**src/hw/firPkg.sv**
```systemverilog
//********************************************************************
// Shared definitions for the streaming FIR filter.
// Holds the tap count, the sample and result widths, the constant
// coefficient table and the sample and result types. Design files take
// these with a wildcard import in their module header.
//********************************************************************

package firPkg;

	// Number of filter taps.
	localparam int tapCount = 20;

	// Width of both samples and coefficients.
	localparam int sampleWidth = 8;

	// Width of the index that walks the coefficient table.
	localparam int coefIndexWidth = $clog2(tapCount);

	// A full product needs twice the sample width, and the sum of tapCount
	// products needs log2 of tapCount more bits, so the result never overflows.
	localparam int accWidth = 2 * sampleWidth + $clog2(tapCount);

	// One signed sample or coefficient.
	typedef logic signed [sampleWidth-1:0] sample_t;

	// Registered filter output with its one-cycle strobe.
	typedef struct packed {
		logic strobe;
		logic signed [accWidth-1:0] value;
	} firResult_t;

	// Low-pass style coefficients. Entry n multiplies the sample that is n
	// strobes old. The table is deliberately not symmetric, so a reversed
	// tap order shows up in the impulse response.
	localparam sample_t coefTable [tapCount] = '{
		8'sd3, -8'sd5, 8'sd8, -8'sd12, 8'sd18,
		8'sd27, 8'sd41, 8'sd56, 8'sd69, 8'sd77,
		8'sd80, 8'sd74, 8'sd63, 8'sd49, 8'sd34,
		8'sd20, 8'sd9, -8'sd2, -8'sd6, -8'sd4
	};

endpackage

```
**src/hw/coefficientSource.sv**
```systemverilog
//********************************************************************
// Coefficient source for the FIR filter.
// While loadEnable is high it presents one table entry per cycle,
// starting at entry 0, and flags the cycle that carries the last one.
//********************************************************************

`timescale 1ns/1ps

module coefficientSource import firPkg::*; (
	input logic clock,
	input logic rstN,
	input logic loadEnable,
	output sample_t coefOut,
	output logic lastCoef
);

	// Index of the entry presented on coefOut in this cycle.
	logic [coefIndexWidth-1:0] index;

	// The entry is looked up straight from the index register, so the
	// coefficient is valid in the same cycle that the index points at it.
	assign coefOut = coefTable[index];

	// The final entry sits at tapCount-1.
	assign lastCoef = (index == coefIndexWidth'(tapCount - 1));

	// The index advances on every enabled cycle. It wraps to zero after the
	// last entry, and it is held at zero whenever loading is off, so the
	// next load always starts from entry 0.
	always_ff @(posedge clock) begin
		if (!rstN) begin
			index <= '0;
		end else if (!loadEnable || lastCoef) begin
			index <= '0;
		end else begin
			index <= index + 1'b1;
		end
	end

	// The index must stay inside the table.
	indexInRange: assert property (
		@(posedge clock) disable iff (!rstN)
		index <= coefIndexWidth'(tapCount - 1)
	);

endmodule

```
**config.mk**
```make
export PLATFORM = sky130hd
export DESIGN_NAME = coefficientSource
export DESIGN_NICKNAME = d
export VERILOG_FILES = /design/src/hw/firPkg.sv /design/src/hw/coefficientSource.sv
export SDC_FILE = /design/constraint.sdc
export NUM_CORES = 1
export LEC_CHECK = 0
export ABC_AREA = 1
export ABC_CLOCK_PERIOD_IN_PS = 1370
export BUFFER_PORTS_ARGS = -buffer_cell sky130_fd_sc_hd__buf_2
export CORE_AREA = 2 2 39 41
export CTS_CLUSTER_DIAMETER = 50
export CTS_CLUSTER_SIZE = 25
export DETAILED_ROUTE_END_ITERATION = 12
export DIE_AREA = 0 0 41 43
export GPL_TIMING_DRIVEN = 1
export PLACE_DENSITY = 0.58
export SLEW_MARGIN = 10
export SYNTH_ARGS = -nofsm -noshare
export SYNTH_HDL_FRONTEND = slang
export SYNTH_SLANG_ARGS = --single-unit
```
**constraint.sdc**
```tcl
create_clock -name clock -period 1.37 [get_ports clock]
set_clock_uncertainty 0.05 [all_clocks]
set_input_delay 0.0685 -clock clock [delete_from_list [all_inputs] [get_ports clock]]
set_output_delay 0.0685 -clock clock [all_outputs]
set_load 0.1 [all_outputs]
```
* Yosys cells after proc, flatten, opt, wreduce, memory -nomap -nowiden
Memories as Yosys holds them, arrays and structs flattened.
Cells that the tools add are included.
** Word-level totals
- Register bits after elaboration :: 5
- Memory bits (read-only) :: 256
- Input port bits :: 3
- Word-level logic and storage cells :: 12
- Output and inout bits :: 9
- Memories kept :: 1
** Memory list
- (name not given) :: words 32, bits a word 8, read ports 1, clocked after memory_dff 0, wr ports 0, line coefficientSource.sv:22 : assign coefOut = coefTable[index];
** Operators by class
- Eq/ne operators :: 1
- Reductions and logical operators :: 3
- $add $sub $neg :: 1
- Mux-type cells :: 2
- Bitwise gates (word level) :: 2
- Order comparisons :: 1
** Operators with widths (count)
- 2-to-1 mux 8 bit :: 2
- >= comparator 6 bit (second input constant) :: 1
- inverter 5 -> 6 bit :: 1
- adder 5 x 1 -> 5 bit (second input constant) :: 1
- equality test 5 bit (second input constant) :: 1
- OR reduction 2 bit :: 1
- zero test 1 bit :: 1
- logical OR 1 bit :: 1
- inverter 1 bit :: 1

* Longest topological paths before layout
Gate-level depths: netlist (run 1).
- Depth in word-level cells :: 4
- Gate-level depth with buffers :: 7
- Mapped depth without buffers :: 7

* Least setup slack after synthesis (run 1)
No wires, ideal clock.
- Path kind :: register to output
- From :: register index[3]
- To :: output coefOut[6]
- Slack :: -1429 ps
- Data arrival time :: 2680 ps
- Buffers on the path :: 1
- Cell stages (with the launch flop) :: 4
- Required time :: 1252 ps
- Cell sequence :: dfxtp_1 -> buf_4 -> o21ai_0 -> o21ai_0
** Between the ends
- Cells in the longest elaborated chain, start to end :: 4
** RTL lines
- start: declaration :: line coefficientSource.sv:18 : logic [coefIndexWidth-1:0] index;
- start signal: assignment :: line coefficientSource.sv:36 : index <= index + 1'b1;
- start signal: assignment :: line coefficientSource.sv:43 : index <= coefIndexWidth'(tapCount - 1)
- inverter 5 -> 6 bit (implied by the code) :: line coefficientSource.sv:22
- memory (32 x 8 bit)
- 2-to-1 mux 8 bit (implied by the code) (2 in series) :: line coefficientSource.sv:22
- end: declaration :: line coefficientSource.sv:13 : output sample_t coefOut,
Every way passes these cells. The select of a mux whose other input is x is not followed.

* Final worst setup path (run 1)
- From :: register index[1]
- To :: output coefOut[4]
Same word-level chain as after synthesis.

==> results of run 1 <==
-- kinds of logic (layout without fill, tap and decap cells) --
logic type / after synthesis / count (layout) / synth area share [%]
AND/OR/NAND/NOR: 52 / 52 / 43.5
buffers and inverters: 14 / 44 / 12.5
adder cells (fa/ha/maj): 7 / 7 / 17.1
flip-flops: 5 / 5 / 19.6
AO/OA/AOI/OAI: 7 / 7 / 7.33
-- cells in the final DEF, fill, tap and decap left out, drive strengths merged --
cell	Yosys	routed
a21oi	1	1
inv	12	10
nand2	20	20
clkbuf	0	4
buf	2	28
ha	7	7
nor2	16	16
nand3	14	14
o21ai	5	5
dfxtp	5	5
nand4	2	2
o21a	1	1
clkinvlp	0	2
-- critical path: cells and delay by family (launching register included) --
family / cells / cell delay (ps)
DFF: 1 / 390
adders and majority gates: 1 / 180
AOI/OAI and AO/OA: 1 / 110
and+or+nand+nor: 3 / 270
buffers and inverters: 2 / 300
-- where the power goes --
part	internal, mW	leakage (nW)	total, mW	switching [mW]
combinational	0.0898	0.406	0.236	0.146
sequential	0.147	0.0425	0.154	0.00684
clock	0.110	0.0150	0.174	0.0633
total	0.347	0.464	0.564	0.217
-- worst paths after layout --
| path | start | cells after the start | endpoint | slack [ps] |
|---|---|---|---|---|
| worst min register to register | index[2]$_SDFF_PP0_ | 2 | index[2]$_SDFF_PP0_ | 500 |
| worst max register to register | index[2]$_SDFF_PP0_ | 6 | index[4]$_SDFF_PP0_ | 130 |
| worst min-delay path | rstN | 3 | index[1]$_SDFF_PP0_ | 60 |
| worst max-delay path | index[1]$_SDFF_PP0_ | 7 | coefOut[4] | -240 |
-- cell type report --
| type | count | area share [%] |
|---|---|---|
| multi-input combinational | 66 | 49.6 |
| timing repair buffer | 28 | 30.1 |
| sequential | 5 | 10.2 |
| inverter | 12 | 5.85 |
| clock buffer | 4 | 2.46 |
| tap | 16 | 1.87 |
-- stage by stage --
stage	setup TNS, ps	std cells
after CTS	-1450	130
final	-1410	131
after global placement	0	124
after detailed placement	0	124
after global routing	-2020	131
after floorplan	-286	85
-- synth_stat cells --
master	number
a21oi_1	1
buf_4	1
buf_6	1
dfxtp_1	5
ha_1	7
inv_1	11
inv_2	1
nand2_1	20
nand3_1	13
nand3_2	1
nand4_1	2
nor2_1	16
o21a_1	1
o21ai_0	5
-- metal layers --
| metal | global-route usage, % | part of all wire (%) | vias up | wire length, um |
|---|---|---|---|---|
| met1 | 24.8 | 38 | 313 | 619 |
| met5 | 0 | 0 | - | 0 |
| met4 | 14.7 | 4.3 | 0 | 70 |
| met2 | 36.9 | 55 | 22 | 907 |
| li1 | - | - | 334 | - |
| met3 | 3.66 | 2.7 | 8 | 45 |
-- repair_timing --
action | in CTS | in global routing
gates resized for setup | 22 | 12
cloned | 0 | 0
setup endpoints to repair | 9 | 9
pin swaps | 10 | 9
setup buffers | 2 | 1
==> results.txt, run 1 <==
Critical Path AT: 1490 ps
initial antenna violation count: 0
Setup Crit Path Kind: flip-flop to output port
post-synth net total: 95
Register Area: 109 um2
Starting Density: 37.0%
Biggest register: index
Gate Count Post-Synth: 85
worst hold slack: 58.4 ps
Antenna diodes: 0
Slew Limit Headroom: 84.6%
Syn Std Cell Area: 512 um2
global-route wire length before repair: 2.66 mm
share of cells above drive strength 1: 61.7%
power per cell area: 527 nW/um2
worst-path cell chain: buf_4, ha_2, nand3_1, o21ai_1, nand2_1, nand2_2, buf_12
die area: 1760 um2
clk slew on worst S/H paths: 40 ps
first-pass detailed-route iteration total: 4
vias in the first global route: 637
Hold-fix buffers, CTS: 0
RSZ-0062 raised after global routing: true
Syn Area/Cell: 6.02 um2
max reg flops: 5
Net count, final: 126
type of the worst min-delay path: primary input to flip-flop
fin crit period: 1610 ps
core area: 1380 um2
Slew Viols, Final: 0
clk_lat worst skew: 250 ps
row cnt: 14
Clock Path Buffers: 2
Synth area leaders: dfxtp_1 (20%), ha_1 (17%), nand2_1 (15%)
final core utilization: 77.3%
Post-DP Area: 896 um2
peak supply drop: 0.872 mV
wire per inst: 12.5 um
synth unique cells: 14
Total GRT Usage: 22.5%
Slowest-stage cell, CP: dfxtp_4
die height: 43 um
# DRC: 0
DPL Wire Length: 1.07 mm
via count: 677
Fin. Hold Viols: 0
H-tree levels: 1
remaining global-route overflow: 0
Lkg Pwr: 0.464 nW
failing checks: negative setup slack
Worst EP required: 1250 ps
Routed Wire Length: 1.64 mm
Layout fillers: 97
max_cap viols: 0
maximum fanout along the worst path: 6
Setup Viol. Count Final: 9
vias per inst: 5.17
CP Capture Type: output port
area of the multi-input gates: 531 um2
CTS Buf Count: 3
port bufs: 11
CTS tree: built
Post-Place Setup Slack: 3.94 ps
largest net degree at the start of global routing: 11
status: finished, violations left
Worst Slack Setup Final: -240 ps
Worst Tran Pin Value: 230 ps
top-area cell type share of the netlist area: 19.6%
top cell type by total area after synthesis: dfxtp_1
Initial DRC Count: 13
biggest regs: index x5
crit-path max cell delay: 390 ps
die width: 41 um
period utilization: 117%
clock root buffer: clkbuf_4
clk sinks: 5
post-route antenna net violation count: 0
Synth-to-Final Area Change: 109%
Seq/Total Area, Yosys: 19.6%
Synth Register Bits: 5
startpoint type of the worst setup path: flip-flop
Tot Pwr: 0.564 mW
maximum clock rate: 621 MHz
Routability Congestion: 0.806
I/O Pins: 12
design area: 1070 um2
Warnings, synthesis: 0
(Power assumes the default switching activity.)
==> run 2: changes to the inputs <==
--- a/config.mk
+++ b/config.mk
@@ -8,13 +8,15 @@
 export ABC_AREA = 1
 export ABC_CLOCK_PERIOD_IN_PS = 1370
 export BUFFER_PORTS_ARGS = -buffer_cell sky130_fd_sc_hd__buf_2
-export CORE_AREA = 2 2 39 41
+export CELL_PAD_IN_SITES_DETAIL_PLACEMENT = 1
+export CELL_PAD_IN_SITES_GLOBAL_PLACEMENT = 2
+export CORE_MARGIN = 1
+export CORE_UTILIZATION = 25
 export CTS_CLUSTER_DIAMETER = 50
 export CTS_CLUSTER_SIZE = 25
 export DETAILED_ROUTE_END_ITERATION = 12
-export DIE_AREA = 0 0 41 43
 export GPL_TIMING_DRIVEN = 1
-export PLACE_DENSITY = 0.58
+export PLACE_DENSITY = 0.71
 export SLEW_MARGIN = 10
 export SYNTH_ARGS = -nofsm -noshare
 export SYNTH_HDL_FRONTEND = slang
==> run 2 against run 1 <==
The flow still finishes with violations (negative setup slack). Register-to-register slack better by 20 ps. Clock-buffer cell count unchanged. Flip-flop and latch count unchanged. Utilization down 22 points. Maximum frequency up 1.7%. Critical path depth up 1. Worst setup slack better by 27 ps. Via count down 2.7%. Worst hold slack better by 7.6 ps. Critical path type unchanged. Largest cell class unchanged. Highest routed layer unchanged.
==> results.txt, run 2 (synthesized netlist as in run 1, its figures left out) <==
Post-Place Setup Slack: -0.0214 ps (-3.97 ps)
largest net degree at the start of global routing: 11 (unchanged)
global-route wire length before repair: 2.93 mm (+9.8%)
failing checks: negative setup slack
final core utilization: 55.3% (-22 points)
post-route insts no fill: 141 (+7.6%)
core area: 1940 um2 (+40%)
via count: 659 (-2.7%)
clock network power share: 29.4% (-1.4 points)
initial antenna violation count: 0 (unchanged)
worst r2r src: index[0]$_SDFF_PP0_
Fin. Hold Viols: 0 (unchanged)
fin crit period: 1580 ps (-26.6 ps)
worst hold slack: 66.1 ps (+7.63 ps)
Sw Ratio: 37.5% (-0.90 points)
type of the worst min-delay path: primary input to flip-flop
# DRC: 0 (unchanged)
maximum clock rate: 632 MHz (+1.7%)
clk slew on worst S/H paths: 40 ps (about the same)
vias per inst: 4.67 (-9.6%)
Routability Congestion: 0.794 (-1.5%)
RSZ-0062 raised after global routing: true
die height: 47.2 um (+9.9%)
port bufs: 11 (unchanged)
Slew Limit Headroom: 84.1% (-0.48 points)
HP Start: rstN
Tot Pwr: 0.561 mW (-0.55%)
Slew Viols, Final: 0 (unchanged)
biggest regs: index x5
Total GRT Usage: 19.5% (-3.0 points)
Lkg Pwr: 0.465 nW (+0.26%)
Flop pwr share: 27.5% (+0.2 points)
die width: 47.2 um (+15%)
design area: 1070 um2 (+0.35%)
CP Launch Point: index[0]$_SDFF_PP0_
commonest cells after routing, fill and taps aside: buf_4 (15), nand2_1 (14), nor2_1 (9), buf_12 (9), nand3_1 (7)
status: finished, violations left
maximum fanout along the worst path: 5 (-1)
Worst Tran Pin Value: 236 ps (+5.51 ps)
Comb power frac: 43.1% (+1.2 points)
H-tree levels: 1 (unchanged)
peak supply drop: 0.542 mV (-38%)
post-route antenna net violation count: 0 (unchanged)
Clock Path Buffers: 2 (unchanged)
wire per inst: 12.8 um (+1.7%)
Register Area: 110 um2 (+1.2%)
Antenna diodes: 0 (unchanged)
Initial DRC Count: 0 (-13)
DPL Wire Length: 1.26 mm (+18%)
Critical Path AT: 1460 ps (-30 ps)
Hold-fix buffers, CTS: 0 (unchanged)
Worst EP required: 1250 ps (about the same)
Worst Slack Setup Final: -213 ps (+26.6 ps)
CTS tree: built
vias in the first global route: 698 (+9.6%)
clock root buffer: clkbuf_4
I/O Pins: 12 (unchanged)
Synth-to-Final Area Change: 110%
cell count after placement: 134 (+8.1%)
setup TNS: -1250 ps (+156 ps)
startpoint type of the worst setup path: flip-flop
period utilization: 116% (-1.9 points)
flop2flop setup slack: 150 ps (+20 ps)
Setup Viol. Count Final: 9 (unchanged)
CP Capture Type: output port
Internal: 0.350 mW (+0.90%)
Setup Crit Path Kind: flip-flop to output port
remaining global-route overflow: 0 (unchanged)
Net count, final: 125 (-0.79%)
power per cell area: 522 nW/um2 (-0.89%)
row cnt: 16 (+2)
die area: 2230 um2 (+27%)
Layout fillers: 237 (+140%)
CTS Buf Count: 3 (unchanged)
Biggest register: index
area of the multi-input gates: 527 um2 (-0.71%)
max_cap viols: 0 (unchanged)
max reg flops: 5 (unchanged)
clk sinks: 5 (unchanged)
share of cells above drive strength 1: 61.4% (-0.34 points)
Psw: 0.210 mW (-2.9%)
clk_lat worst skew: 240 ps (about the same)
Routed Wire Length: 1.80 mm (+9.5%)
most common cell after layout, fill and taps aside: buf_4
Starting Density: 26.4% (-11 points)
first-pass detailed-route iteration total: 1 (-3)
Post-DP Area: 902 um2 (+0.70%)
## run 2: cell count changes in the layout (fill, tap and decap cells not counted), sizes merged
cell	previous run	this run
buf	28	27
## run 2: routing by layer
| layer | wire (um) | track usage, % |
|---|---|---|
| met1 | 723 | 20.8 |
| met2 | 1050 | 35.3 |
| met3 | 15 | 2.69 |
| met4 | 10 | 12.6 |
| met5 | 0 | 0 |
## run 2: cell type report
class / count / area share (%)
Clock buffer: 4 / 2.45
Sequential cell: 5 / 10.3
Timing Repair Buffer: 27 / 29.3
Tap cell: 27 / 3.15
Multi-Input combinational cell: 66 / 49.1
Inverter: 12 / 5.83
## run 2: worst paths after layout
| kind | to | cells after the start |
|---|---|---|
| worst max-delay path | coefOut[2] | 8 |
| worst min-delay path | index[1]$_SDFF_PP0_ | 3 |
| worst max register to register | index[1]$_SDFF_PP0_ | 6 |
| worst min register to register | index[4]$_SDFF_PP0_ | 3 |
## run 2: critical path, cell delays in order, from the launching register on
cell and delay (ps):
dfxtp_4 390, inv_6 50, ha_4 280, inv_4 40
nand3_2 60, nand2_2 50, nor2_2 120, nor2_4 50
buf_12 160
## run 2: power groups by stage
stage                     logic [mW]  registers (mW)  clock network [mW]
final                          0.242           0.154               0.165
after global routing           0.253           0.154               0.185
after CTS                      0.232           0.153               0.174
after detailed placement       0.215           0.155                   0
after global placement         0.213           0.154                   0
after floorplan                0.136           0.155                   0
## run 2: repair_timing
action | 4_1_cts | 5_1_grt
gates resized for setup | 22 | 12
pin swaps | 6 | 5
setup endpoints to repair | 9 | 9
buffers inserted | 2 | 1
