## config.mk

```make
export PLATFORM = sky130hd
export DESIGN_NAME = tapDelayLine
export DESIGN_NICKNAME = d
export VERILOG_FILES = /design/src/hw/firPkg.sv /design/src/hw/tapDelayLine.sv
export SDC_FILE = /design/constraint.sdc
export NUM_CORES = 1
export LEC_CHECK = 0
export CAP_MARGIN = 5
export CORE_MARGIN = 10
export CORE_UTILIZATION = 35
export CTS_CLUSTER_SIZE = 10
export DETAILED_ROUTE_END_ITERATION = 10
export DONT_BUFFER_PORTS = 1
export PLACE_DENSITY = 0.59
export SYNTH_ARGS = -nofsm -noshare
export SYNTH_HDL_FRONTEND = slang
export SYNTH_SLANG_ARGS = --single-unit
export TNS_END_PERCENT = 100
```

## constraint.sdc

```tcl
create_clock -name clock -period 2.3 [get_ports clock]
set_input_delay 0.46 -clock clock [delete_from_list [all_inputs] [get_ports clock]]
set_output_delay 0.46 -clock clock [all_outputs]
set_load 0.005 [all_outputs]
```

## src/hw/firPkg.sv

```systemverilog
//********************************************************************
// Shared definitions for the streaming FIR filter.
// Holds the tap count, the sample and result widths, the constant
// coefficient table and the sample and result types. Design files take
// these with a wildcard import in their module header.
//********************************************************************

package firPkg;

	// Number of filter taps.
	localparam int tapCount = 20;

	// Width of both samples and coefficients.
	localparam int sampleWidth = 8;

	// Width of the index that walks the coefficient table.
	localparam int coefIndexWidth = $clog2(tapCount);

	// A full product needs twice the sample width, and the sum of tapCount
	// products needs log2 of tapCount more bits, so the result never overflows.
	localparam int accWidth = 2 * sampleWidth + $clog2(tapCount);

	// One signed sample or coefficient.
	typedef logic signed [sampleWidth-1:0] sample_t;

	// Registered filter output with its one-cycle strobe.
	typedef struct packed {
		logic strobe;
		logic signed [accWidth-1:0] value;
	} firResult_t;

	// Low-pass style coefficients. Entry n multiplies the sample that is n
	// strobes old. The table is deliberately not symmetric, so a reversed
	// tap order shows up in the impulse response.
	localparam sample_t coefTable [tapCount] = '{
		8'sd3, -8'sd5, 8'sd8, -8'sd12, 8'sd18,
		8'sd27, 8'sd41, 8'sd56, 8'sd69, 8'sd77,
		8'sd80, 8'sd74, 8'sd63, 8'sd49, 8'sd34,
		8'sd20, 8'sd9, -8'sd2, -8'sd6, -8'sd4
	};

endpackage

```

## src/hw/tapDelayLine.sv

```systemverilog
//********************************************************************
// Delay line of tapCount signed samples.
// A shift request moves every tap one place toward the end and puts
// sampleIn into tap 0. Clear zeroes every tap and wins over shift.
//********************************************************************

`timescale 1ns/1ps

module tapDelayLine import firPkg::*; (
	input logic clock,
	input logic rstN,
	input logic shift,
	input logic clear,
	input sample_t sampleIn,
	output sample_t taps [tapCount]
);

	// Tap 0 holds the newest sample and tap tapCount-1 the oldest.
	// Both lines start from zero after reset, so the first results of a
	// run see an empty history.
	always_ff @(posedge clock) begin
		if (!rstN) begin
			for (int i = 0; i < tapCount; i++) begin
				taps[i] <= '0;
			end
		end else if (clear) begin
			for (int i = 0; i < tapCount; i++) begin
				taps[i] <= '0;
			end
		end else if (shift) begin
			// Oldest sample drops off the end.
			for (int i = tapCount - 1; i > 0; i--) begin
				taps[i] <= taps[i-1];
			end
			taps[0] <= sampleIn;
		end
	end

endmodule

```

---- Word-level counts from Yosys, hierarchy flattened ----
Cells that the tools add are included.
storage, ports and cells
  register bits ........................... 160
  input bits .............................. 12
  word-level logic and storage cells ...... 22
cells by class
  bitwise gates (word level) .............. 1
  reduce and logical (&&, ||, !) cells .... 1
operators by type and width
  cell                number
  OR reduction 2 bit  1
  NOT 1 bit           1

---- Depth between registers and ports, before layout ----
Gate-level depths: netlist (run 1).
  word-level depth ........................ 2
  gate-level depth with buffers ........... 5

---- Worst setup path after synthesis (run 1) ----
OpenSTA, ideal clock, no wires.
  path type ............................... input to register
  start point ............................. in shift
  end point ............................... reg taps[152] (netlist bit)
  data arrival time ....................... 1.122 ns
  data required time ...................... 2.183 ns
  slack ................................... 1.060 ns
  stages .................................. 5
  path buffers ............................ 3
  cells stage by stage .................... buf_4 > buf_8 > buf_8 > mux2i_1 > nor2_1
RTL lines
  element                          RTL line            RTL
  from (decl)                      tapDelayLine.sv:12  input logic shift,
  to (signal, indexed assignment)  tapDelayLine.sv:33  taps[i] <= taps[i-1];
  to (decl)                        tapDelayLine.sv:15  output sample_t taps [tapCount]

---- Worst setup path after layout (run 1) ----
  start point ............................. reg taps[106] (netlist bit)
  end point ............................... out taps[106] (netlist bit)
No word-level cell between the ends.

==> results of run 1 <==
-- kinds of logic (layout without fill, tap and decap cells) --
family | after synthesis | count (layout) | share of synthesized area (%)
mux | 160 | 160 | 28.0
flops | 160 | 160 | 56.1
simple gates | 161 | 161 | 10.6
buf+inv | 36 | 33 | 5.26
-- synth_stat cells --
cell type                  number  area, µm²
sky130_fd_sc_hd__nand2b_1       1       6.26
sky130_fd_sc_hd__buf_4          7       52.6
sky130_fd_sc_hd__nor2_1       160        601
sky130_fd_sc_hd__buf_2         12       60.1
sky130_fd_sc_hd__dfxtp_1      160       3200
sky130_fd_sc_hd__clkbuf_1       6       22.5
sky130_fd_sc_hd__buf_8         11        165
sky130_fd_sc_hd__mux2i_1      160       1600
-- routing by layer --
metal  global-route usage (%)  up-vias
li1                         -     1686
met1                     11.9     1607
met2                     20.2      107
met3                     7.26       16
met4                     5.70        0
met5                        0        -
-- worst max path at each step --
stage	depth (start not counted)	to	from	slack, ns
global placement	3	taps[85]	clear	0.95
global route	0	taps[60]	taps[60]	0.92
finish	0	taps[106]	taps[106]	0.99
detailed placement	3	taps[109]	clear	0.92
floorplan	5	taps[152]	shift	1.06
CTS	0	taps[60]	taps[60]	0.95
-- cell type report --
cell class	count	area share, %
sequential	160	50.5
multi-input combinational	321	35.0
clock buffer	21	7.10
tap	216	4.26
clock inverter	10	2.53
timing repair buffer	2	0.632
-- power groups by stage --
stage / logic, mW / registers (mW) / clock network [mW]
2_1_floorplan: 0.194 / 2.84 / 0
6_report: 0.116 / 2.78 / 2.90
5_1_grt: 0.119 / 2.78 / 3.14
4_1_cts: 0.113 / 2.78 / 3.02
3_5_place_dp: 0.113 / 2.85 / 0
3_3_place_gp: 0.110 / 2.85 / 0
-- through the flow --
stage	setup WS, ns	instances
3_5_place_dp	0.924	699
4_1_cts	0.950	730
5_1_grt	0.922	730
6_report	0.987	730
2_1_floorplan	1.06	517
3_3_place_gp	0.949	699
==> run summary, run 1 <==
Signal routing reaches up to met4. The initial antenna violation count is 0. The share of total power dissipated in the clock network is 50.0%. Clock tree synthesis found a total of 160 sinks.

The count of yosys warnings during synthesis is 0. The filler cells instantiated in the layout total 1,594. Summing all multi-input logic gate instances after layout gives 2220 µm². The met1 wire length is 4690 µm.

The setup path with the least slack is of type register to output port. The mean routed wirelength per cell is 18.1 µm. The clock-pin slew reported for the worst setup and hold paths after clock tree synthesis came out at 0.06 ns. Net switching is 19.2% of the power. The sequential cells in the finished layout cover a total of 3200 µm². The class of the tightest hold or removal check is input pin to register.

The post-synthesis cell count is 517. The net load switching power is 1.11 mW. The CTS H-tree depth is 4. The detailed placement HPWL came out at 9250 µm. The largest fanout on the critical path came out at 3. The startpoint of the lowest-slack register-to-register path is taps[106]. The via count came out at 3,416. In this run the static leakage power is 2.62 nW. The number of pins with negative max-slew slack in the final report is 0. The total area inside the core boundary comes to 15,900 µm². The library cells used most frequently in the layout, excluding fill and tap cells, are sky130_fd_sc_hd__mux2i_1 (160), sky130_fd_sc_hd__nor2_1 (160), sky130_fd_sc_hd__dfxtp_1 (160), sky130_fd_sc_hd__clkbuf_16 (17), sky130_fd_sc_hd__bufinv_16 (4). The power share of the sequential group is 48.0%. The number of remaining DRC errors is 0.

The worst hold path depth came out at 2. The proportion of synthesized chip area in sequential cells is 56.1%. The final global-route overflow total came out at 0.

The number of placed I/O pins is 172. The post-cts hold buffer count is 0. The weighted congestion reported at the end of routability-driven placement came out at 0.744. The clock period minus final worst setup slack came out at 1.31 ns.

Across the run, the number of max-cap violations was 0. The run finished with clean final reports. Buffers inserted during clock tree synthesis total 17.

The type of origin of the critical path is a register. The worst path required time is 1.84 ns. Internal power comes to 4.69 mW.

The power share of the combinational group came out at 2.0%. The arrival time at the worst endpoint is 0.85 ns. The post-cts gate resize count came out at 0.

Clock skew on the completed layout was measured at 0.00461 ns. The total setup buffers inserted after CTS came out at 0. The chip width came out at 148 µm. In the final layout, the share of cells above drive strength 1 is 6.03%. The largest registers in the layout are taps: 160 flops. The first global-routing pass estimated 21,000 µm of wire. For hold timing, the worst endpoint is taps[154]. The number of buffers added on ports is 0. The starting density of the core came out at 35.8%.

The total inserted antenna cells is 0. Dividing total power by cell area gives a power density of 915 nW/µm². At the end of the flow the core is filled with cells to 39.8%. In this run the critical register-to-register path is captured at taps[98]. The final critical-path share of the clock period is 57.1%.

In the detailed route, the total length drawn on met3 is 1560 µm. The number of distinct library cell variants in the gate-level netlist after synthesis came out at 8. The synthesis-to-layout area growth came out at 11.0%.

In this run the mean area of a mapped cell was 11.0 µm². The highest achievable clock rate came out at 762 MHz. The cell area after synthesis came out at 5710 µm². The worst supply voltage drop on vdd is 0.496 mV. The relative max-transition margin came out at 58.9%. The worst-case register-to-register setup slack came out at 1.57 ns. The number of nets in the layout came out at 514.

The overall track demand over capacity in global routing is 12.2%. Setup repair after global routing left no endpoint under its margin. CTS placed an instance of sky130_fd_sc_hd__clkbuf_16 at the clock tree root. The startpoint of the tightest hold check path is sampleIn[2]. Once layout is done, the placed cells without fillers occupy 6340 µm². The die area is 21,800 µm². The number of violations reported at the end of detailed-routing iteration 0 is 152. The final number of setup-violating endpoints came out at 0. After routing, the total negative slack on setup checks comes to 0 ns. The TritonCTS clock tree is yes.

The most flop-heavy register is taps. Final hold analysis gives a worst-case slack of 0.202 ns. The final number of hold-violating endpoints is 0. The maximum buffer depth of the clock tree is 2. The clock latency at the later pin of the worst-skew pair is 0.41 ns. The cell count of the worst reg-to-reg path is 2. Synthesis produced a netlist with a net count of 529.

The number of iterations in the first detailed-routing pass came out at 4. Wire segments on met2 add up to 6680 µm in the final route. The remaining number of nets flagged by the antenna check after routing came out at 0. The pin slew with the least headroom to its limit is 0.616 ns. The via count of the first global-routing pass came out at 3,407. The pin count of the biggest net entering global routing came out at 161. The floorplan die height came out at 148 µm. The number of standard-cell rows in the floorplan is 46.

Using the TritonRoute via totals, the vias-per-cell ratio works out to 4.68. The final routed wirelength across all metal layers came out at 13,200 µm. The element type at the critical path end is an output port. The area after detailed placement came out at 5730 µm².

The flip-flop count of the largest register after layout is 160. The number of synthesized register bits is 160. The post-route total power came out at 5.80 mW.
Note: power is estimated with default switching activity, not from simulation.
==> inputs of run 2 (changes only) <==
Settings changed: ABC_AREA set to 1, PLACE_DENSITY 0.59 to 0.61.
Clock period 2.3 ns to 1.18 ns, I/O delays scaled along.
==> run summary, run 2 <==
The run finished, with violations left. The checks that failed: hold timing. The proportion of synthesized chip area in sequential cells is 57.6% (+1.5 points). The post-synthesis cell count came out at 695 (+34%). The max-capacitance violation count came out at 0 (unchanged). The worst hold margin is -0.0281 ns (-0.230 ns).

The top cell type's share of synthesized area was 57.6% (+1.5 points). The post-route total power came out at 11.4 mW (+96%). The number of enable-type register cells in the synthesized netlist came out at 0 (unchanged). The CTS H-tree depth was 4 (unchanged). The number of nets in the layout was 702 (+37%). The share of synthesized registers carrying an async set or reset came out at 0% (unchanged). The mean instance size in the synthesized netlist was 8.00 µm² (-28%). The final number of setup-violating endpoints is 0 (unchanged). The area share of fa/ha/maj cells after synthesis came to 0% (unchanged).

The weighted congestion reported at the end of routability-driven placement is 0.723 (-2.8%). By area the synthesized netlist is led by sky130_fd_sc_hd__dfxtp_1 (58%), sky130_fd_sc_hd__nand2_1 (22%), sky130_fd_sc_hd__a21oi_1 (14%). The detailed placement HPWL was 9860 µm (+6.6%). On the critical path, the stage with the largest delay is an instance of sky130_fd_sc_hd__dlygate4sd3_1. The pin slew with the least headroom to its limit came out at 0.310 ns (-0.306 ns). The library cell with the largest summed area after synthesis is sky130_fd_sc_hd__dfxtp_1. The worst setup path is launched from an input pin. The xor and xnor fraction of the mapped netlist area is 0% (unchanged). The chip width is 146 µm (-1.1%). The clock-pin slew reported for the worst setup and hold paths after clock tree synthesis is 0.06 ns (about the same). The number of pins with negative max-slew slack in the final report is 0 (unchanged). Among cell families on the critical path, the largest total delay comes from buffers and inverters. The starting density of the core came to 35.4% (-0.43 points). The number of CTS-inserted buffers is 17 (unchanged). The total inserted antenna cells is 0 (unchanged). The via-per-instance ratio is 4.77 (+1.9%). The die area is 21,300 µm² (-2.3%). The critical path contains buffers and inverters numbering 2 combined. Of the available clock period, the critical path in the final layout requires 97.3%.

The synthesis-to-layout area growth came out at 16.0%. The total power per unit cell area came out at 1760 nW/µm² (+93%). Setup repair after global routing left no endpoint under its margin.

The area inside the core boundary is 15,700 µm² (-1.4%). The initial antenna violation count is 0 (unchanged). The post-cts hold buffer count came out at 17 (+17).

Derived from the worst setup path, the maximum achievable clock frequency is 871 MHz. The final routed wirelength across all metal layers came out at 14,800 µm (+12%). The clock latency at the later pin of the worst-skew pair is 0.42 ns (about the same).

The final worst clock skew is 0.00873 ns (+0.00412 ns). The number of buffers added on ports came out at 0 (unchanged). The library cell used most frequently in the layout, excluding fill and tap cells, is sky130_fd_sc_hd__nand2_1. The register with the most flip-flops in the final layout is taps. Leaving out fill and tap cells, the most frequent cells in the layout are sky130_fd_sc_hd__nand2_1 (320), sky130_fd_sc_hd__a21oi_1 (159), sky130_fd_sc_hd__dfxtp_1 (158), sky130_fd_sc_hd__clkbuf_16 (17), sky130_fd_sc_hd__dlygate4sd3_1 (13).

The min-delay analysis places its worst path in the category input pin to register. The number of filler instances in the final layout came out at 1,597 (+0.19%). The overall track demand over capacity in global routing is 13.7% (+1.5 points). The critical path goes through dlygate4sd3_1 > nand2_1 > dlygate4sd3_1 > a21oi_1. In this design, the stage delay of the slowest critical-path cell is 0.54 ns. The fraction of final layout cells sized beyond drive strength 1 came out at 7.11% (+1.1 points).

The largest fanout on the critical path came out at 1 (-2). The setup TNS after final layout came to 0 ns (unchanged). The flip-flop count of the largest register after layout came out at 160 (unchanged). The multiplexer fraction of the synthesized cell area is 0% (-28 points). The total setup buffers inserted after CTS came to 0 (unchanged). The post-synthesis simple-gate area fraction is 21.7% (+11 points).

After layout, the minimum clock period comes to 1.15 ns. The most common flop cell mapped by yosys is sky130_fd_sc_hd__dfxtp_1. The via count came to 4,380 (+28%). The tree is rooted in a sky130_fd_sc_hd__clkbuf_16. The cell repeated most along the worst path is sky130_fd_sc_hd__dlygate4sd3_1. STA classifies the critical path endpoint as a register. The clock sink count is 160 (unchanged).

The mean routed wirelength per cell was 16.2 µm (-11%). The most common cell in the synthesized netlist is sky130_fd_sc_hd__nand2_1. The leakage component of the power came out at 1.96 nW (-25%). The critical setup path kind is input pin to register. In the synthesized netlist, the cells that appear most often are sky130_fd_sc_hd__nand2_1 (320), sky130_fd_sc_hd__a21oi_1 (160), sky130_fd_sc_hd__dfxtp_1 (160), sky130_fd_sc_hd__clkbuf_1 (16), sky130_fd_sc_hd__buf_4 (13). The worst path required time is 1.53 ns (-0.31 ns). The via count of the first global-routing pass came out at 4,208 (+24%). The number of distinct library cell variants in the gate-level netlist after synthesis is 10 (+2).

The arrival time at the worst endpoint is 1.50 ns (+0.65 ns). The wire length of the first global-routing pass came out at 23,900 µm (+14%). The number of placed I/O pins is 172 (unchanged).

The final global-route overflow total came to 0 (unchanged). The count of yosys warnings during synthesis is 0 (unchanged). The final number of hold-violating endpoints is 16 (+16). The number of iterations in the first detailed-routing pass is 5 (+1).

The number of standard-cell rows in the floorplan is 46 (unchanged). The pin count of the biggest net entering global routing is 162 (+0.62%). The relative max-transition margin is 79.4% (+20 points). The post-synth net total came out at 707 (+34%). The number of synthesized register bits was 160 (unchanged). The maximum buffer depth of the clock tree is 2 (unchanged). The cell area after synthesis is 5560 µm² (-2.6%).

The TritonCTS clock tree is yes. The floorplan die height came out at 146 µm (-1.1%). The main combinational cell family by area after synthesis is simple AND/OR/NAND/NOR gates. The number of remaining DRC errors came out at 0 (unchanged). The complex-gate fraction of the synthesized area came to 14.4% (+14 points).

The number of violations reported at the end of detailed-routing iteration 0 was 275 (+81%). The remaining number of nets flagged by the antenna check after routing is 0 (unchanged). The worst supply voltage drop on vdd is 0.946 mV (+91%). The largest registers in the layout are taps: 160 flops.
-- run 2: changes by cell type after synthesis, sizes merged, moves of 6 or more --
cell / previous run / this run
nor2: 160 / 0
mux2i: 160 / 0
a21oi: 0 / 160
clkbuf: 6 / 16
nand2: 0 / 321
buf: 30 / 36
-- run 2: worst paths after layout --
kind,startpoint,end,slack [ns],depth (start not counted)
setup / recovery,sampleIn[1],taps[153],0.03,4
hold / removal,shift,taps[127],-0.03,2
setup reg to reg,taps[112],taps[104],0.44,2
hold reg to reg,taps[96],taps[88],0.48,2
-- run 2: kinds of logic after synthesis --
family | count (synthesis)
and+or+nand+nor | 321
DFF | 160
AOI/OAI and AO/OA | 160
buffers and inverters | 54
-- run 2: metal layers --
layer	vias up	global-route usage [%]	routed length, µm
li1	2218	-	-
met1	1994	15.2	5840
met2	158	20.0	6470
met3	10	10.4	2400
met4	0	4.35	142
met5	-	0	0
-- run 2: report_power, final --
part	switching, mW	internal, mW
combinational	0.196	0.118
sequential	0.0135	5.41
clock	2.18	3.45
-- run 2: final cells by class --
type | instances | area (µm²) | area share [%]
clock buffer | 20 | 457 | 7.08
clock inverter | 12 | 156 | 2.42
inverter | 2 | 10.0 | 0.155
multi-input combinational | 481 | 2020 | 31.3
sequential | 160 | 3210 | 49.7
tap | 216 | 270 | 4.19
timing repair buffer | 28 | 335 | 5.20
-- run 2: what timing repair did --
item,CTS,global route
resized for setup,0,4
endpoints found under the setup margin,0,4
hold endpoints to repair,156,54
-- run 2: through the flow --
stage / std cells / setup slack [ns] / area, µm² / util (%)
global route: 919 / 0.0111 / 6450 / 41.1
finish: 919 / 0.0315 / 6450 / 41.1
detailed placement: 873 / 0.203 / 5690 / 36.2
CTS: 922 / 0.0242 / 6470 / 41.2
floorplan: 695 / 0.229 / 5560 / -
global placement: 873 / 0.237 / 5690 / 36.2
