[src/hw/firPkg.sv]
//********************************************************************
// Shared definitions for the streaming FIR filter.
// Holds the tap count, the sample and result widths, the constant
// coefficient table and the sample and result types. Design files take
// these with a wildcard import in their module header.
//********************************************************************

package firPkg;

	// Number of filter taps.
	localparam int tapCount = 20;

	// Width of both samples and coefficients.
	localparam int sampleWidth = 8;

	// Width of the index that walks the coefficient table.
	localparam int coefIndexWidth = $clog2(tapCount);

	// A full product needs twice the sample width, and the sum of tapCount
	// products needs log2 of tapCount more bits, so the result never overflows.
	localparam int accWidth = 2 * sampleWidth + $clog2(tapCount);

	// One signed sample or coefficient.
	typedef logic signed [sampleWidth-1:0] sample_t;

	// Registered filter output with its one-cycle strobe.
	typedef struct packed {
		logic strobe;
		logic signed [accWidth-1:0] value;
	} firResult_t;

	// Low-pass style coefficients. Entry n multiplies the sample that is n
	// strobes old. The table is deliberately not symmetric, so a reversed
	// tap order shows up in the impulse response.
	localparam sample_t coefTable [tapCount] = '{
		8'sd3, -8'sd5, 8'sd8, -8'sd12, 8'sd18,
		8'sd27, 8'sd41, 8'sd56, 8'sd69, 8'sd77,
		8'sd80, 8'sd74, 8'sd63, 8'sd49, 8'sd34,
		8'sd20, 8'sd9, -8'sd2, -8'sd6, -8'sd4
	};

endpackage

[src/hw/firController.sv]
//********************************************************************
// Sequencing FSM for the FIR filter.
// Loads the coefficients after reset or stop, then accepts sample
// strobes in run and registers the sum one cycle after each accepted
// strobe. A stop pulse clears the history and starts a reload.
//********************************************************************

`timescale 1ns/1ps

module firController import firPkg::*; (
	input logic clock,
	input logic rstN,
	input logic sampleStrobe,
	input logic stopPulse,
	input logic lastCoef,
	input logic signed [accWidth-1:0] sum,
	output logic loadEnable,
	output logic coefShift,
	output logic dataShift,
	output logic dataClear,
	output logic filterReady,
	output firResult_t result
);

	typedef enum logic [1:0] {
		stateIdle = 2'd0,
		stateLoad = 2'd1,
		stateRun = 2'd2
	} state_t;

	state_t state;

	// High in the cycle after a sample has entered the data line. The sum is
	// ready then, because productSum reads the updated taps directly.
	logic sumPending;

	// The source and the coefficient line both follow the load state, so
	// one coefficient moves in on every load cycle.
	assign loadEnable = (state == stateLoad);
	assign coefShift = (state == stateLoad);

	// Strobes count only in run. A stop in the same cycle wins, since the
	// history is about to be cleared anyway.
	assign dataShift = (state == stateRun) && sampleStrobe && !stopPulse;
	assign dataClear = (state == stateRun) && stopPulse;

	// The filter is ready exactly while the FSM is in run.
	assign filterReady = (state == stateRun);

	always_ff @(posedge clock) begin
		if (!rstN) begin
			state <= stateIdle;
		end else begin
			case (state)
				// Idle only lasts one cycle and always starts a load.
				stateIdle: state <= stateLoad;
				// The last coefficient shifts in on the same edge that
				// enters run.
				stateLoad: begin
					if (lastCoef) begin
						state <= stateRun;
					end
				end
				stateRun: begin
					if (stopPulse) begin
						state <= stateIdle;
					end
				end
				// Unused encoding, recover through idle.
				default: state <= stateIdle;
			endcase
		end
	end

	// Result register. The strobe is high for one cycle per accepted sample,
	// and the value holds until the next result.
	always_ff @(posedge clock) begin
		if (!rstN) begin
			sumPending <= 1'b0;
			result <= '0;
		end else begin
			sumPending <= dataShift;
			result.strobe <= sumPending;
			if (sumPending) begin
				result.value <= sum;
			end
		end
	end

	// Coefficients and samples never move in the same cycle.
	noLoadDuringShift: assert property (
		@(posedge clock) disable iff (!rstN)
		!(loadEnable && dataShift)
	);

	// Every result comes from a strobe that was given two edges earlier
	// while the filter was ready.
	resultFollowsStrobe: assert property (
		@(posedge clock) disable iff (!rstN)
		result.strobe |-> $past(sampleStrobe, 2) && $past(filterReady, 2)
	);

	// The source only reaches its last entry while it is being walked.
	lastCoefInLoad: assert property (
		@(posedge clock) disable iff (!rstN)
		lastCoef |-> (state == stateLoad)
	);

endmodule

[config.mk]
export PLATFORM = sky130hd
export DESIGN_NAME = firController
export DESIGN_NICKNAME = d
export VERILOG_FILES = /design/src/hw/firPkg.sv /design/src/hw/firController.sv
export SDC_FILE = /design/constraint.sdc
export NUM_CORES = 1
export LEC_CHECK = 0
export BUFFER_PORTS_ARGS = -buffer_cell sky130_fd_sc_hd__buf_4
export CORE_MARGIN = 4
export CORE_UTILIZATION = 46
export DETAILED_ROUTE_END_ITERATION = 10
export PLACE_DENSITY = 0.82
export REMOVE_ABC_BUFFERS = 1
export SKIP_CTS_REPAIR_TIMING = 1
export SLEW_MARGIN = 5
export SYNTH_ARGS = -nofsm -noshare
export SYNTH_HDL_FRONTEND = slang
export SYNTH_SLANG_ARGS = --single-unit
[constraint.sdc]
create_clock -name clock -period 3 [get_ports clock]
set_clock_uncertainty 0.1 [all_clocks]
set_input_delay 0.3 -clock clock [delete_from_list [all_inputs] [get_ports clock]]
set_output_delay 0.3 -clock clock [all_outputs]
set_load 0.02 [all_outputs]
# After elaboration in Yosys (flattened, before gate mapping)
# Index checks and enable logic that the tools add are counted.
op_classes:
  add_sub_neg: 0
  multipliers: 0
  div_mod_pow: 0
  order_cmp: 0
  eq_ne: 4
  shift: 0
  n_mux: 3
  bitwise: 0
  reduce_logical: 6
ops:
  columns: ["cell", "n"]
  rows:
  - ["2-bit case mux with 3 select lines", 1]
  - ["2-bit two-way mux", 2]
  - ["2-bit inequality test (second input constant)", 2]
  - ["1-bit logical AND", 3]
  - ["2-bit by 1-bit == test with 1-bit output (second input constant)", 1]
  - ["2-bit == test (second input constant)", 1]
  - ["2-bit logical NOT", 1]
  - ["2-bit AND reduction", 1]
  - ["1-bit logical NOT", 1]
word_totals:
  regBits: 25
  latchBits: 0
  mem_bits_rw: 0
  mem_bits_ro: 0
  output_inout_bits: 27
  wordCells: 17
  mem_count: 0

# Longest topological paths before layout
# Gate-level depths: netlist of run 1.
logic_depth:
  ltp_word: 3
  depth_mapped: 4

# Least setup slack after synthesis of run 1
# Ideal clock, no wire load.
synth_timing:
  kind: "reg-to-output"
  startpoint: "register state[1]"
  endpoint: "output dataClear"
  arrival_ns: 1.010
  path_slack_ns: 1.590
  path_stages_with_launch: 3
  path_cell_list: "dfxtp_1 nor2b_1 and2_1"
synth_via:
  elab_chain_cells: 2
synth_lines:
  columns: ["item", "line_no", "source"]
  rows:
  - ["start, declared", "firController.sv:31", "state_t state;"]
  - ["start signal, assigned", "firController.sv:52", "state <= stateIdle;"]
  - ["start signal, assigned", "firController.sv:56", "stateIdle: state <= stateLoad;"]
  - ["start signal, assigned", "firController.sv:61", "state <= stateRun;"]
  - ["2-bit == test", null, null]
  - ["via filterReady", "firController.sv:21", "output logic filterReady,"]
  - ["1-bit logical AND", "firController.sv:45", "assign dataClear = (state == stateRun) && stopPulse;"]
  - ["end, declared", "firController.sv:20", "output logic dataClear,"]
# The timed path passes the listed nets, and every way through them passes these cells.

# Worst setup path in the final report of run 1
layout_timing:
  startpoint: "register state[1]"
  endpoint: "output dataClear"
layout_via:
  elab_chain_cells: 2
layout_lines:
  columns: ["item", "line_no"]
  rows:
  - ["2-bit == test", "firController.sv:45"]
  - ["1-bit logical AND", "firController.sv:45"]
# No other way between the ends.

==> flow_summary.ini, run 1 <==
[run_status]
status = complete, no violations

[critical_path]
r2r.worst_path.cells = 3
required_ns = 2.60
end_kind = output pin
critPathLaunchType = flip-flop
critPathMaxStageDelay_ns = 0.41
path_buf_inv = 1
crit_chain = nor2b_1 > and2_1 > buf_4
ff2ff_setup_slack_ns = 1.72
timing.rr.start = sumPending$_SDFF_PN0_
cp_top_family = flip-flops
slowest_stage = dfxtp_1
reg2reg_to = result[14]$_SDFFE_PN0P_
arrival_ns = 1.16
critPathMaxFanout = 5
crit_type = reg -> out

[cts]
cts_tree = yes
cts_buffers = 3
clk_path_buf_depth = 2
clockRootBuffer = clkbuf_4
clkLatencyLatePin_ns = 0.30
cts-htree-levels = 1
cts.sinks = 25
clk_pin_slew_ns = 0.12

[min_path]
whs_endpoint = state[0]$_SDFFE_PN0P_
hp-class = in -> reg
min_path_cells = 2
min-delay-start = lastCoef

[global_route]
grt_antenna_before_repair = 0
grt_usage = 0.140
gr-total-overflow = 0
grt_max_degree = 26
grt_pass1_wl_mm = 3.00
grt_pass1_vias = 705

[route]
wl_met1_um = 830
num_vias = 747
route.detailed.drc = 0
firstDrtPassIters = 3
wl_met3_um = 202
wl_met2_um = 889
viasPerCell = 4.61
drtIter0Drc = 4
topRoutingLayerUsed = met4
wl_mm = 1.94
wl_per_cell_um = 11.9
ant_nets = 0

[pwr]
p_comb_frac = 0.105
p_seq_frac = 0.631
p_sw_frac = 0.212
vdd_drop_max_v = 0.000285
switchingPower_w = 0.000114
p_total_w = 0.000537
internal_power_w = 0.000423
p_leak_nw = 0.565
pwr-share-clk = 0.264
power.density_mw_per_mm2 = 391

[sta]
hold_viol = 0
drv_slew = 0
period_share = 0.521
grt_setup_unrepaired = no
max_freq_mhz = 640
setup_tns_ns = 0
setup_violations = 0
maxSlewHeadroom = 0.798
tightest_slew_ns = 0.303
post-route-min-period_ns = 1.56

[die]
die_h_um = 54.2
start_util = 0.491
die_area_mm2 = 0.00294
die_x_um = 54.2
core_mm2 = 0.00200
ios = 53
num_rows = 16

[yosys]
yosysSeqAreaShare = 0.509
synth-seq-cells = 25
netlist_area_um2 = 983
yosys_warnings = 0
syn_area_per_cell_um2 = 11.7
ys_types = 14
synth_cells = 84

[layout]
diodes = 0
mostFrequentLayoutCells = 53 x buf_4, 25 x dfxtp_1, 23 x nor2b_1
fin_nets = 162
area_delta_synth_final_pct = 39.8
n_fill_cell = 164
drive_gt1_frac = 0.422
layout_commonest_cell = buf_4

[run]
cap_violations = 0

[place]
dpl.hpwl_mm = 1.44
io_buffers = 52
gp_congestion = 0.574
## state kept, by name, indices dropped and copies added (netlist names)
signal	count
result	22
state	2
sumPending	1
## cells by family (layout without fill, tap and decap cells)
group           Yosys count  in the layout  synth area share
simple gates             30             30             0.200
flops                    25             25             0.509
mux                      21             21             0.214
buf+inv                   6             57            0.0674
compound gates            2              2            0.0102
## per-layer routing
metal	global-route usage	vias to the layer above
met4	0.0498	0
met2	0.233	36
met5	0	-
li1	-	378
met3	0.0436	2
met1	0.168	331
## cells in the mapped netlist
master | n | area, um2
a21oi_1 | 1 | 5.00
and2_1 | 3 | 18.8
and4bb_2 | 1 | 12.5
buf_12 | 2 | 40.0
buf_4 | 1 | 7.51
buf_6 | 1 | 11.3
clkbuf_1 | 2 | 7.51
dfxtp_1 | 25 | 500
mux2i_1 | 21 | 210
nand2_1 | 1 | 3.75
nand2b_1 | 1 | 6.26
nand4bb_1 | 1 | 11.3
nor2b_1 | 23 | 144
o21ai_0 | 1 | 5.00
## stage by stage
step | hold slack [ns] | utilization | cell area [um2] | setup slack, ns | cells
after floorplan | 0.293 | - | 917 | 1.54 | 78
after global placement | 0.380 | 0.674 | 1350 | 1.76 | 158
after detailed placement | 0.396 | 0.674 | 1350 | 1.73 | 158
after CTS | 0.0532 | 0.687 | 1380 | 1.43 | 162
after global routing | 0.0384 | 0.687 | 1380 | 1.35 | 162
final | 0.0672 | 0.687 | 1380 | 1.44 | 162
## worst register-to-register path: cells and delay by family (launching register included)
family                 cells  cell delay, ns
flip-flops                 1            0.44
AND/OR/NAND/NOR            1            0.06
multiplexers               1            0.25
buffers and inverters      1            0.34
## how the worst max path moves through the flow
stage,from,to,slack (ns),cells after the start
global route,state[1]$_SDFFE_PN0P_,dataClear,1.35,3
CTS,state[1]$_SDFFE_PN0P_,dataClear,1.43,3
finish,state[1]$_SDFFE_PN0P_,dataClear,1.44,3
global placement,sumPending$_SDFF_PN0_,result[19]$_SDFFE_PN0P_,1.76,3
detailed placement,sumPending$_SDFF_PN0_,result[6]$_SDFFE_PN0P_,1.73,3
floorplan,sumPending$_SDFF_PN0_,result[0]$_SDFFE_PN0P_,1.54,2
## power groups by stage
stage	Sequential, W	Combinational (W)	Clock, W
after detailed placement	0.000346	0.0000570	0
final	0.000339	0.0000566	0.000142
after global routing	0.000339	0.0000611	0.000165
after CTS	0.000339	0.0000573	0.000150
after global placement	0.000346	0.0000560	0
after floorplan	0.000348	0.0000171	0
## final cells by class
class / instances / area (um2) / area share
clock buffer: 4 / 26.3 / 0.0191
multi-input combinational: 53 / 417 / 0.303
tap: 27 / 33.8 / 0.0246
timing repair buffer: 53 / 398 / 0.289
sequential: 25 / 500 / 0.364
(Power assumes the default switching activity.)
==> run 2: changes to the inputs <==
--- a/config.mk
+++ b/config.mk
@@ -5,11 +5,13 @@
 export SDC_FILE = /design/constraint.sdc
 export NUM_CORES = 1
 export LEC_CHECK = 0
+export ABC_AREA = 1
 export BUFFER_PORTS_ARGS = -buffer_cell sky130_fd_sc_hd__buf_4
+export CORE_ASPECT_RATIO = 1.75
 export CORE_MARGIN = 4
-export CORE_UTILIZATION = 46
+export CORE_UTILIZATION = 37
 export DETAILED_ROUTE_END_ITERATION = 10
-export PLACE_DENSITY = 0.82
+export PLACE_DENSITY = 0.73
 export REMOVE_ABC_BUFFERS = 1
 export SKIP_CTS_REPAIR_TIMING = 1
 export SLEW_MARGIN = 5
==> constraint.sdc (replaced) <==
create_clock -name clock -period 1.39 [get_ports clock]
set_clock_uncertainty 0.1 [all_clocks]
set_input_delay 0.139 -clock clock [delete_from_list [all_inputs] [get_ports clock]]
set_output_delay 0.139 -clock clock [all_outputs]
set_load 0.02 [all_outputs]
==> run 2 against run 1 <==
Net effect: the run now ends with hold timing left; clock-buffer cell count stayed put; flip-flop and latch count stayed put; clock power grew to 2.9 times the previous value; combinational power is 130% higher; synthesized area is 9.9% lower; first-iteration DRC count grew to 5.3 times the previous value; final area is 2.4% lower; sequential share of layout area is 0.88 points higher; via count is 21% higher; critical path depth is 1 higher; setup slack worse by 1.3 ns.
==> flow_summary.ini, run 2 <==
[place]
dpl.hpwl_mm = 1.73
placed_cells = 186
gp_congestion = 0.702
dp_slack_ns = 0.368
io_buffers = 52

[die]
start_util = 0.385
die_x_um = 45.0
num_rows = 23
ios = 53
die_area_mm2 = 0.00327
core_mm2 = 0.00230
die_h_um = 72.7

[critical_path]
end_kind = output pin
crit_type = reg -> out
critPathLaunchType = flip-flop
arrival_ns = 1.04
required_ns = 1.15
critPathMaxFanout = 3

[yosys]
synth_adder_area_share = 0
ys_types = 12
synth_compound_area_frac = 0.130
yosys_warnings = 0
synth_enable_flop_cells = 0
netlist.area_leader.share = 0.565
muxShareOfSynthArea = 0
synthArstFlopShare = 0
yosysSeqAreaShare = 0.565
synth_area_leaders = dfxtp_1 56%, nor2_1 19%, o21ai_0 9.6%, buf_4 3.4%, inv_1 3.0%
netlist_area_um2 = 886
synthFlopType = dfxtp_1
yosysMostFrequentCell = nor2_1
yosys-top-cells-count = 45 x nor2_1, 25 x dfxtp_1, 17 x o21ai_0
synth-xor-area-share = 0
synth_top_family_by_area = simple AND/OR/NAND/NOR gates
synth_area_leader_cell = dfxtp_1
syn_area_per_cell_um2 = 7.77
synth-seq-cells = 25
yosys.area_share.simple = 0.220
synth_cells = 114

[pwr]
p_comb_frac = 0.101
p_leak_nw = 0.713
p_sw_frac = 0.211
internal_power_w = 0.00100
switchingPower_w = 0.000269
power.density_mw_per_mm2 = 947
vdd_drop_max_v = 0.000698
pwr-share-clk = 0.324
p_seq_frac = 0.576

[cts]
clkLatencyLatePin_ns = 0.26
clk_pin_slew_ns = 0.08
cts.sinks = 25
clockRootBuffer = clkbuf_8
cts_tree = yes
cts_buffers = 3
clk_path_buf_depth = 2
cts-htree-levels = 1

[route]
drtIter0Drc = 21
wl_per_cell_um = 11.3
ant_nets = 0
firstDrtPassIters = 4
wl_mm = 2.18
route.detailed.drc = 0
num_vias = 905
viasPerCell = 4.71

[global_route]
grt_pass1_wl_mm = 3.33
grt_pass1_vias = 836
grt_max_degree = 25
grt_antenna_before_repair = 0
gr-total-overflow = 0
grt_usage = 0.131

[layout]
instances_no_fill = 192
n_fill_cell = 218
layout_commonest_cell = buf_4
mostFrequentLayoutCells = 54 x buf_4, 45 x nor2_1, 25 x dfxtp_1
top_register = result
largest_register_ffs = 22
area_delta_synth_final_pct = 51.6
fin_nets = 194
drive_gt1_frac = 0.347
diodes = 0
reg_top3 = result x22, state x2, sumPending x1

[sta]
hold_slack_ns = -0.00580
setup_violations = 0
maxSlewHeadroom = 0.787
tightest_slew_ns = 0.320
drv_slew = 0
post-route-min-period_ns = 1.28
period_share = 0.921
max_freq_mhz = 781
hold_viol = 5
grt_setup_unrepaired = no
fin_ws_ns = 0.110
setup_tns_ns = 0

[run_status]
violations = hold timing
status = complete, but fails checks

[min_path]
hp-class = in -> reg

[run]
cap_violations = 0
-- run 2: cell types whose count changed in the layout (fill, tap and decap cells not counted), moves of 3 or more --
cell	previous run	this run
nor2_1	0	45
nor2b_1	23	0
mux2i_1	21	0
o21ai_0	1	17
inv_1	0	7
o21ai_1	0	4
and2_1	3	0
clkbuf_4	3	0
clkbuf_8	0	3
-- run 2: cell families after synthesis --
group,after synthesis
AOI/OAI and AO/OA,23
and+or+nand+nor,51
DFF,25
buffers and inverters,15
-- run 2: per-stage QoR --
step / area (um2) / power, W / util
4_1_cts: 1320 / 0.00128 / 0.574
3_5_place_dp: 1280 / 0.000873 / 0.555
2_1_floorplan: 841 / 0.000785 / -
5_1_grt: 1340 / 0.00132 / 0.583
6_report: 1340 / 0.00127 / 0.583
3_3_place_gp: 1280 / 0.000871 / 0.555
-- run 2: power groups by stage --
stage	Sequential, W	Combinational (W)	Clock (W)
after floorplan	0.000755	0.0000303	0
after global placement	0.000748	0.000123	0
after detailed placement	0.000749	0.000124	0
after CTS	0.000732	0.000125	0.000424
after global routing	0.000734	0.000139	0.000446
final	0.000732	0.000128	0.000412
-- run 2: final timing paths --
| kind | startpoint | to | slack (ns) | depth (start not counted) |
|---|---|---|---|---|
| hold / removal | sum[13] | result[13]$_SDFFE_PN0P_ | -0.006 | 3 |
| setup / recovery | state[0]$_SDFFE_PN0P_ | dataShift | 0.11 | 4 |
| setup reg to reg | sumPending$_SDFF_PN0_ | result[4]$_SDFFE_PN0P_ | 0.36 | 3 |
| hold reg to reg | state[0]$_SDFFE_PN0P_ | state[0]$_SDFFE_PN0P_ | 0.35 | 1 |
-- run 2: cell type report --
type / count / area [um2] / area share
multi-input combinational: 74 / 310 / 0.231
sequential: 25 / 500 / 0.373
tap: 25 / 31.3 / 0.0233
timing repair buffer: 56 / 425 / 0.317
inverter: 8 / 30.0 / 0.0224
clock buffer: 4 / 45.0 / 0.0336
-- run 2: critical path, cell delays in order (launching register included) --
cell and delay (ns):
dfxtp_1 0.33, inv_1 0.08, nand3_1 0.11, nor2_1 0.11
buf_4 0.15
-- run 2: layer usage --
| layer | GRT usage | vias to the layer above | wire length [um] |
|---|---|---|---|
| li1 | - | 460 | - |
| met1 | 0.137 | 405 | 807 |
| met2 | 0.240 | 38 | 1150 |
| met3 | 0.0247 | 2 | 210 |
| met4 | 0.0586 | 0 | 12 |
| met5 | 0 | - | 0 |
==> run 3: changes to the inputs <==
--- a/config.mk
+++ b/config.mk
@@ -7,11 +7,12 @@
 export LEC_CHECK = 0
 export ABC_AREA = 1
 export BUFFER_PORTS_ARGS = -buffer_cell sky130_fd_sc_hd__buf_4
+export CAP_MARGIN = 10
 export CORE_ASPECT_RATIO = 1.75
 export CORE_MARGIN = 4
 export CORE_UTILIZATION = 37
 export DETAILED_ROUTE_END_ITERATION = 10
-export PLACE_DENSITY = 0.73
+export PLACE_DENSITY_LB_ADDON = 0.15
 export REMOVE_ABC_BUFFERS = 1
 export SKIP_CTS_REPAIR_TIMING = 1
 export SLEW_MARGIN = 5
==> run 3 against run 2 <==
Net effect: the run still ends with hold timing left; cell count is the same; die area stayed put; clock power hardly changed; worst hold slack improved by 0.0011 ns; via count decreased by 3.0%; core utilization increased by 0.38 points; routed wire length is 0.92% lower; first-iteration DRC count down 24%.
==> flow_summary.ini, run 3 (synthesized netlist as in run 2, its figures left out) <==
[run_status]
status = complete, but fails checks
violations = hold timing

[pwr]
pwr-share-clk = 0.321
switchingPower_w = 0.000272
internal_power_w = 0.00100
p_total_w = 0.00127
p_sw_frac = 0.214
power.density_mw_per_mm2 = 941
p_leak_nw = 0.715
p_seq_frac = 0.576
p_comb_frac = 0.103
vdd_drop_max_v = 0.000706

[run]
cap_violations = 0

[route]
drtIter0Drc = 16
wl_per_cell_um = 11.2
firstDrtPassIters = 4
route.detailed.drc = 0
ant_nets = 0
num_vias = 878
viasPerCell = 4.57
wl_mm = 2.16

[sta]
max_freq_mhz = 800
hold_viol = 3
drv_slew = 0
setup_tns_ns = 0
hold_slack_ns = -0.00468
setup_violations = 0
maxSlewHeadroom = 0.776
period_share = 0.899
grt_setup_unrepaired = no
tightest_slew_ns = 0.336
post-route-min-period_ns = 1.25

[layout]
layout_commonest_cell = buf_4
diodes = 0
mostFrequentLayoutCells = 53 x buf_4, 45 x nor2_1, 25 x dfxtp_1
largest_register_ffs = 22
fin_area_mm2 = 0.00135
top_register = result
drive_gt1_frac = 0.353
fin_util = 0.587
area_delta_synth_final_pct = 52.5
fin_nets = 194
n_fill_cell = 224
reg_top3 = result x22, state x2, sumPending x1

[global_route]
grt_max_degree = 25
gr-total-overflow = 0
grt_usage = 0.142
grt_antenna_before_repair = 0
grt_pass1_vias = 843
grt_pass1_wl_mm = 3.55

[min_path]
min-delay-start = sum[17]
hp-class = in -> reg
min_path_cells = 3
whs_endpoint = result[17]$_SDFFE_PN0P_

[die]
die_area_mm2 = 0.00327
num_rows = 23
start_util = 0.385
die_x_um = 45.0
core_mm2 = 0.00230
ios = 53
die_h_um = 72.7

[cts]
clkLatencyLatePin_ns = 0.26
clk_path_buf_depth = 2
cts-htree-levels = 1
clockRootBuffer = clkbuf_8
cts.sinks = 25
cts_tree = yes
clk_pin_slew_ns = 0.08
cts_buffers = 3

[critical_path]
ff2ff_setup_slack_ns = 0.26
required_ns = 1.15
timing.rr.start = sumPending$_SDFF_PN0_
crit_type = reg -> out
reg2reg_to = result[20]$_SDFFE_PN0P_
arrival_ns = 1.01
end_kind = output pin
r2r.worst_path.cells = 3
critPathLaunchType = flip-flop
critPathMaxFanout = 3

[place]
gp_congestion = 0.687
dpl.hpwl_mm = 1.65
placed_area_mm2 = 0.00127
io_buffers = 52
-- run 3: how the worst max path moves through the flow --
stage | startpoint | endpoint | slack, ns | cells after the start
2_1_floorplan | sumPending$_SDFF_PN0_ | result[10]$_SDFFE_PN0P_ | 0.21 | 3
3_3_place_gp | sumPending$_SDFF_PN0_ | result[5]$_SDFFE_PN0P_ | 0.33 | 3
3_5_place_dp | sumPending$_SDFF_PN0_ | result[20]$_SDFFE_PN0P_ | 0.26 | 3
4_1_cts | state[0]$_SDFFE_PN0P_ | dataShift | 0.1 | 4
5_1_grt | state[0]$_SDFFE_PN0P_ | dataClear | 0.02 | 4
6_report | state[0]$_SDFFE_PN0P_ | dataShift | 0.14 | 4
-- run 3: per-layer routing --
metal	routed length, um	track usage	vias to the layer above
li1	-	-	461
met1	882	0.173	380
met2	1080	0.238	35
met3	165	0.0247	2
met4	26	0.0586	0
met5	0	0	-
-- run 3: critical path, cell delays in order, from the launching register on --
cell     delay [ns]
dfxtp_1        0.33
inv_1          0.10
nand3_2        0.08
nor2_1         0.10
buf_4          0.15
-- run 3: final cells by class --
type                       instances  area (um2)  area share
clock buffer                       3        41.3      0.0306
clock inverter                     1        5.00     0.00370
inverter                           8        30.0      0.0222
multi-input combinational         74         315       0.233
sequential                        25         500       0.370
tap                               25        31.3      0.0231
timing repair buffer              56         428       0.317
-- run 3: power groups by stage --
stage,Combinational [W],Sequential (W),Clock [W]
final,0.000131,0.000732,0.000409
after CTS,0.000125,0.000732,0.000429
after global placement,0.000123,0.000749,0
after floorplan,0.0000303,0.000755,0
after detailed placement,0.000125,0.000749,0
after global routing,0.000143,0.000734,0.000458
-- run 3: through the flow --
stage                     instances  setup slack [ns]
after floorplan                 107             0.213
after global placement          185             0.330
after detailed placement        185             0.264
after CTS                       189            0.0975
after global routing            192            0.0182
final                           192             0.140
